$ cat src/nnPkg.sv
`default_nettype none

package nnPkg;

	typedef logic [7:0] actT;
	typedef logic signed [7:0] weightT;
	typedef logic signed [15:0] biasT;
	// wide enough for 15 products of 255 x 127 plus a full-scale bias.
	typedef logic signed [23:0] accT;

	typedef struct packed {
		logic sel;
		logic enable;
		logic write;
		logic [11:0] addr;
		logic [31:0] wdata;
	} apbReqT;

	typedef struct packed {
		logic [31:0] rdata;
		logic ready;
		logic slverr;
	} apbRspT;

	// byte addresses of the register regions.
	localparam logic [11:0] addrCtrl = 12'h000;
	localparam logic [11:0] addrStatus = 12'h004;
	localparam logic [11:0] addrResult = 12'h008;
	localparam logic [11:0] addrInput = 12'h040;
	localparam logic [11:0] addrHiddenWeight = 12'h100;
	localparam logic [11:0] addrHiddenBias = 12'h200;
	localparam logic [11:0] addrOutWeight = 12'h240;
	localparam logic [11:0] addrOutBias = 12'h280;

	// a clamped rectifier that scales the sum down by 32.
	function automatic actT activate(accT sum);
		if (sum < 0)
			return '0;
		else if (sum > 4096)
			return 8'hff;
		return sum[12:5];
	endfunction

endpackage

`default_nettype wire

$ cat src/nnApbRegs.sv
`default_nettype none

module nnApbRegs import nnPkg::*; #(
	parameter int numInputs = 15,
	parameter int numHidden = 4,
	parameter int numOutputs = 2
) (
	input logic clk,
	input logic reset,
	input apbReqT apbReq,
	output apbRspT apbRsp,
	output logic start,
	output actT inputActs [numInputs],
	output weightT hiddenWeights [numHidden][numInputs],
	output biasT hiddenBiases [numHidden],
	output weightT outWeights [numOutputs][numHidden],
	output biasT outBiases [numOutputs],
	input logic resultValid,
	input actT resultActs [numOutputs]
);

	logic done;
	actT resultRegs [numOutputs];

	logic access;
	logic wrEn;
	logic startWrite;
	logic hitCtrl, hitStatus, hitResult, hitInput;
	logic hitHw, hitHb, hitOw, hitOb;
	logic mapped;
	logic err;
	logic [31:0] rdata;
	int resultIdx, inputIdx, hwIdx, hbIdx, owIdx, obIdx;

	// only word-aligned addresses inside a region count as a hit.
	function automatic logic inRegion(logic [11:0] addr, logic [11:0] base, int count);
		int offset;
		offset = int'(addr) - int'(base);
		return (addr[1:0] == 2'b00) && (offset >= 0) && (offset < 4 * count);
	endfunction

	function automatic int wordIndex(logic [11:0] addr, logic [11:0] base);
		return (int'(addr) - int'(base)) >>> 2;
	endfunction

	assign access = apbReq.sel && apbReq.enable;

	assign hitCtrl = inRegion(apbReq.addr, addrCtrl, 1);
	assign hitStatus = inRegion(apbReq.addr, addrStatus, 1);
	assign hitResult = inRegion(apbReq.addr, addrResult, numOutputs);
	assign hitInput = inRegion(apbReq.addr, addrInput, numInputs);
	assign hitHw = inRegion(apbReq.addr, addrHiddenWeight, numHidden * numInputs);
	assign hitHb = inRegion(apbReq.addr, addrHiddenBias, numHidden);
	assign hitOw = inRegion(apbReq.addr, addrOutWeight, numOutputs * numHidden);
	assign hitOb = inRegion(apbReq.addr, addrOutBias, numOutputs);

	assign resultIdx = wordIndex(apbReq.addr, addrResult);
	assign inputIdx = wordIndex(apbReq.addr, addrInput);
	assign hwIdx = wordIndex(apbReq.addr, addrHiddenWeight);
	assign hbIdx = wordIndex(apbReq.addr, addrHiddenBias);
	assign owIdx = wordIndex(apbReq.addr, addrOutWeight);
	assign obIdx = wordIndex(apbReq.addr, addrOutBias);

	assign mapped = hitCtrl || hitStatus || hitResult || hitInput
		|| hitHw || hitHb || hitOw || hitOb;
	// status and results are read-only, so writing them is an error too.
	assign err = access && (!mapped || (apbReq.write && (hitStatus || hitResult)));
	assign wrEn = access && apbReq.write && !err;
	assign startWrite = wrEn && hitCtrl && apbReq.wdata[0];

	always_ff @(posedge clk)
	begin
		if (reset)
		begin
			start <= 1'b0;
			done <= 1'b0;
			for (int r = 0; r < numOutputs; r++)
				resultRegs[r] <= '0;
			for (int i = 0; i < numInputs; i++)
				inputActs[i] <= '0;
			for (int n = 0; n < numHidden; n++)
			begin
				hiddenBiases[n] <= '0;
				for (int i = 0; i < numInputs; i++)
					hiddenWeights[n][i] <= '0;
			end
			for (int n = 0; n < numOutputs; n++)
			begin
				outBiases[n] <= '0;
				for (int i = 0; i < numHidden; i++)
					outWeights[n][i] <= '0;
			end
		end
		else
		begin
			start <= startWrite;
			if (resultValid)
			begin
				done <= 1'b1;
				resultRegs <= resultActs;
			end
			// a fresh start wins over a result landing on the same edge.
			if (startWrite)
				done <= 1'b0;
			for (int i = 0; i < numInputs; i++)
				if (wrEn && hitInput && inputIdx == i)
					inputActs[i] <= apbReq.wdata[7:0];
			for (int n = 0; n < numHidden; n++)
			begin
				if (wrEn && hitHb && hbIdx == n)
					hiddenBiases[n] <= apbReq.wdata[15:0];
				for (int i = 0; i < numInputs; i++)
					if (wrEn && hitHw && hwIdx == n * numInputs + i)
						hiddenWeights[n][i] <= apbReq.wdata[7:0];
			end
			for (int n = 0; n < numOutputs; n++)
			begin
				if (wrEn && hitOb && obIdx == n)
					outBiases[n] <= apbReq.wdata[15:0];
				for (int i = 0; i < numHidden; i++)
					if (wrEn && hitOw && owIdx == n * numHidden + i)
						outWeights[n][i] <= apbReq.wdata[7:0];
			end
		end
	end

	// ctrl has no stored state and reads back as 0.
	always_comb
	begin
		rdata = '0;
		if (access && !apbReq.write && !err)
		begin
			if (hitStatus)
				rdata = {31'b0, done};
			for (int r = 0; r < numOutputs; r++)
				if (hitResult && resultIdx == r)
					rdata = {24'b0, resultRegs[r]};
			for (int i = 0; i < numInputs; i++)
				if (hitInput && inputIdx == i)
					rdata = {24'b0, inputActs[i]};
			for (int n = 0; n < numHidden; n++)
			begin
				if (hitHb && hbIdx == n)
					rdata = {{16{hiddenBiases[n][15]}}, hiddenBiases[n]};
				for (int i = 0; i < numInputs; i++)
					if (hitHw && hwIdx == n * numInputs + i)
						rdata = {{24{hiddenWeights[n][i][7]}}, hiddenWeights[n][i]};
			end
			for (int n = 0; n < numOutputs; n++)
			begin
				if (hitOb && obIdx == n)
					rdata = {{16{outBiases[n][15]}}, outBiases[n]};
				for (int i = 0; i < numHidden; i++)
					if (hitOw && owIdx == n * numHidden + i)
						rdata = {{24{outWeights[n][i][7]}}, outWeights[n][i]};
			end
		end
	end

	assign apbRsp = '{rdata: rdata, ready: 1'b1, slverr: err};

endmodule

`default_nettype wire

$ cat config.mk
export PLATFORM = sky130hd
export DESIGN_NAME = nnApbRegs
export DESIGN_NICKNAME = d
export VERILOG_FILES = /design/src/nnPkg.sv /design/src/nnApbRegs.sv
export SDC_FILE = /design/constraint.sdc
export NUM_CORES = 2
export LEC_CHECK = 0
export BUFFER_PORTS_ARGS = -buffer_cell sky130_fd_sc_hd__buf_2
export CELL_PAD_IN_SITES_DETAIL_PLACEMENT = 1
export CELL_PAD_IN_SITES_GLOBAL_PLACEMENT = 1
export CORE_AREA = 4 4 334 336
export DETAILED_ROUTE_END_ITERATION = 6
export DIE_AREA = 0 0 338 340
export PLACE_DENSITY = 0.81
export RECOVER_POWER = 25
export SYNTH_ARGS = -nofsm -noshare
export SYNTH_HDL_FRONTEND = slang
export SYNTH_SLANG_ARGS = --single-unit
export TNS_END_PERCENT = 20
$ cat constraint.sdc
create_clock -name clk -period 8.81 [get_ports clk]
set_input_delay 1.762 -clock clk [delete_from_list [all_inputs] [get_ports clk]]
set_output_delay 1.762 -clock clk [all_outputs]
set_load 0.02 [all_outputs]
After elaboration in Yosys (flattened, before gate mapping)
Index checks and enable logic that the tools add are counted.
{"block": "classes", "add_sub_neg": 7, "magnitude_cmp": 16, "n_eq_ne": 85, "mux": 93, "reduce_logical": 230}
{"cell": "$mux W32", "n": 92}
{"cell": "$eq A11 B7 Y1 const B", "n": 28}
{"cell": "$logic_and A1 B1 Y1", "n": 210}
{"cell": "$logic_not A32 Y1", "n": 6}
{"cell": "$eq A11 B6 Y1 const B", "n": 16}
{"cell": "$eq A11 B5 Y1 const B", "n": 15}
{"cell": "$eq A11 B4 Y1 const B", "n": 12}
{"cell": "$ge A13 B1 Y1 const B", "n": 7}
{"cell": "$eq A11 B3 Y1 const B", "n": 8}
{"cell": "$eq A11 B2 Y1 const B", "n": 6}
{"cell": "$sub A12 B10 Y13 const B", "n": 3}
{"cell": "$lt A13 B5 Y1 const B", "n": 2}
{"cell": "$lt A13 B7 Y1 const B", "n": 2}
{"cell": "$lt A13 B4 Y1 const B", "n": 1}
{"cell": "$lt A13 B6 Y1 const B", "n": 1}
{"cell": "$lt A13 B9 Y1 const B", "n": 1}
{"cell": "$sub A12 B3 Y13 const B", "n": 1}
{"cell": "$sub A12 B4 Y13 const B", "n": 1}
{"cell": "$sub A12 B7 Y13 const B", "n": 1}
{"cell": "$sub A12 B9 Y13 const B", "n": 1}
{"cell": "$ge A12 B1 Y1 const B", "n": 1}
{"cell": "$lt A12 B3 Y1 const B", "n": 1}
{"cell": "$logic_or A1 B1 Y1", "n": 9}
{"cell": "$logic_not A1 Y1", "n": 3}
{"cell": "3 further kinds", "n": 3}
{"block": "word_totals", "ff_bits": 778, "input_bits": 66, "elab_cells": 524}

Depth between registers and ports, before layout
{"block": "logic_depth", "word_depth": 97, "mapped_depth": 20, "ltp_nobuf": 13}

Worst setup path after synthesis
Ideal clock, no wire load.
{"block": "synth_timing", "path_kind": "in2out", "start": "in apbReq[36] in the netlist's numbering", "end": "out apbRsp[18] in the netlist's numbering", "arrival_time_ns": 6.687, "setup_slack_ns": 0.361, "cell_stages": 17, "path_buffers": 6, "cell_sequence": "buf_2 buf_2 buf_2 buf_2 clkbuf_1 inv_1 ha_1 or3b_1 nor2b_1 a2111oi_1 a21boi_2 o31ai_4 nor2_1 a221oi_4 o311a_1 a211oi_1 buf_4"}
{"element": "start, declared", "line_no": "nnApbRegs.sv:10", "text": "input apbReqT apbReq,"}
{"element": "end, declared", "line_no": "nnApbRegs.sv:11", "text": "output apbRspT apbRsp,"}

==> metrics.txt <==
status complete, but fails checks; failing checks capacitance limit, slew limit, setup timing; CORE AREA 109000 um^2; path type of the worst setup path in2out; CP cell instances buf_2 -> ha_1 -> and3b_1 -> buf_4 -> nand4_1 -> mux2i_1 -> a2111oi_0 -> nand3_1 -> a211o_1 -> nor4_1 -> buf_4 -> o2111ai_1 -> nand2_1 -> buf_2; EDFF count, synth 0; Longest Clk Path Bufs 3; Slew Viols, Final 145; Seq pwr share 0.436; global route total overflow 0; Seq/Total Area, Yosys 0.383; count leader, synth nand2_1; drt first-iter violations 7108; Min Hold Slack 471 ps; clk_skew 0 ps; Post-Route WL roughly 270000 um; Final Power 8.09 mW; RR Endpoint outWeights[56]; Num CTS Buffers 87; die footprint 115000 um^2; max_cap viols 1; R2R Setup Slk 7680 ps; H-tree levels 3; Sw Share 0.268; slowest CP cell and3b_1; Sink Count 778; share of cells above drive strength 1 0.168; Max Clock Freq between 100 and 150 MHz; I/O Buffers 843; utilization after layout 0.460; RSZ-0062 raised after global routing no; largest net degree at the start of global routing 212; placed cells 7586; dpl ws around 100 ps; Finished Layout Cells 7750; ys async rst share 0; R2R depth 2; Total GRT Usage 0.455; leading area contributor after synthesis dfxtp_1; Worst setup SP type input port; WP data required 7050 ps; Syn Nets 5572; CTS tree yes; Post-DRT Antenna Nets 0; Core Rows 121; r2r startpoint outWeights[56]; peak supply drop 0.000120 V; worst hold start outBiases[6]; worst hold path cell count 2; Root Driver clkbuf_16; cell area after synthesis between 40000 and 50000 um^2; io pins 861; DPL Wire Length approximately 210000 um; Synth cell types 104; slowest stage delay, CP 910 ps; DRC 0; area share of the largest cell type after synthesis 0.383; routed vias/inst around 6.7; Tmin final 9000 ps; flops & latches, synth 778; post-synthesis area per instance roughly 7.4 um^2; pwr dens 162 nW/um^2; vias in the first global route 50.4k; DRT Pass-1 Iters 6; Comb power frac 0.076; yosys warns 0; first-pass GRT wire length around 380000 um; Clock power frac 0.488; Via Count 51.6k; clock transition at the registers of the reported paths ~60 ps; setup violators final 3; Hold EP outBiases[6]; synthesis-to-layout area growth 22.9%; final hold violations 0; crit-path max FO 12; crit path DAT 7240 ps; Syn Inst Count 5481; fin nets ~6.4k; Tightest Hold Check Type reg2reg; Die H around 340 um; Post-synth top cells 1415 x nand2_1, 778 x dfxtp_1, 745 x a21oi_1; worst skew pair latency 680 ps; wire per inst 35.5 um; worst-margin pin slew 7420 ps; postcts setup bufs 0; Layout fillers 13.8k; reported net switching power between 2 and 2.5 mW; Leak 19.9 nW; DIE WIDTH ~340 um; fin crit share 1.02; Worst Setup End Kind output pin; Final WS setup -193 ps; dominant synthesized flop cell dfxtp_1; P_int 5.92 mW; routability cong. 1.03; initial antenna violation count 18; Initial Util 0.374; Area contributors post-synth dfxtp_1 38%, nand2_1 13%, a21oi_1 9.2%, mux2i_1 5.4%, nor2_1 3.8%; slew margin rel. -3.95
-- stage by stage --
stage	setup TNS (ps)	instance area [um^2]
5_1_grt	0	49900
3_5_place_dp	0	47400
2_1_floorplan	0	40600
6_report	-263	49900
4_1_cts	0	50400
3_3_place_gp	0	47400
-- state kept, by name, indices dropped and copies added, names as in the netlist --
name	cells
done	1
hiddenBiases	64
hiddenWeights	480
inputActs	120
outBiases	32
outWeights	64
resultRegs	16
start	1
-- worst max path at each step --
stage	from	to	slack, ps
floorplan	apbReq[36]	apbRsp[18]	360
global placement	apbReq[41]	apbRsp[7]	150
detailed placement	apbReq[41]	apbRsp[7]	100
CTS	apbReq[41]	apbRsp[7]	100
global route	apbReq[34]	apbRsp[5]	10
finish	apbReq[34]	apbRsp[5]	-190
-- critical path, delay by kind of cell --
family | cells | cell delay [ps]
compound gates | 3 | 960
mux | 1 | 230
fa+ha+maj | 1 | 770
simple gates | 5 | 2460
buf+inv | 4 | 1030
-- kinds of logic after synthesis --
| kind of cell | Yosys count | share of synthesized area |
|---|---|---|
| buffers and inverters | 483 | 0.0501 |
| xor gates and xnor gates | 11 | 0.00256 |
| adders and majority gates | 25 | 0.00770 |
| DFF | 778 | 0.383 |
| AOI/OAI and AO/OA | 1437 | 0.218 |
| muxes | 220 | 0.0542 |
| and+or+nand+nor | 2526 | 0.284 |
| other | 1 | 0.0000923 |
-- metal layers --
metal	GRT usage	vias to the layer above	wire length, um
li1	-	21000	-
met1	0.555	25300	99400
met2	0.693	4072	118000
met3	0.118	1178	32400
met4	0.332	10	25400
met5	0	-	70
-- power groups by stage --
stage	Sequential (mW)	Clock, mW	Combinational (mW)
final	3.52	3.94	0.618
after floorplan	3.60	0	0.294
after global placement	3.60	0	0.574
after global routing	3.52	4.08	0.615
after CTS	3.52	3.94	0.582
after detailed placement	3.60	0	0.579
-- placed cells by master (no fill, tap or decap), types with 75 or more instances in the layout --
cell type     n
clkbuf_1    391
o21ai_0     167
dfxtp_1     778
mux2i_1     219
nor2_1      415
a21oi_1     745
nand2_1    1415
nand4_1      75
nand3_1     142
buf_4       283
clkbuf_16    87
buf_2       457
nor3_1      102
-- area by class of cell --
cell class                 instances  area (um^2)  share of cell area
tap                             1414         1770              0.0354
sequential                       778        15600               0.312
multi-input combinational       4220        23200               0.465
clock buffer                     113         2400              0.0482
timing repair buffer            1141         6240               0.125
clock inverter                    42          592              0.0119
inverter                          33          124             0.00248
antenna                            9         22.5            0.000451
-- what timing repair did --
action	in CTS	in global routing
setup endpoints to repair	0	18
resized for setup	0	2
hold buffers	0	0
No activity file was read; power rests on OpenSTA's default activity.
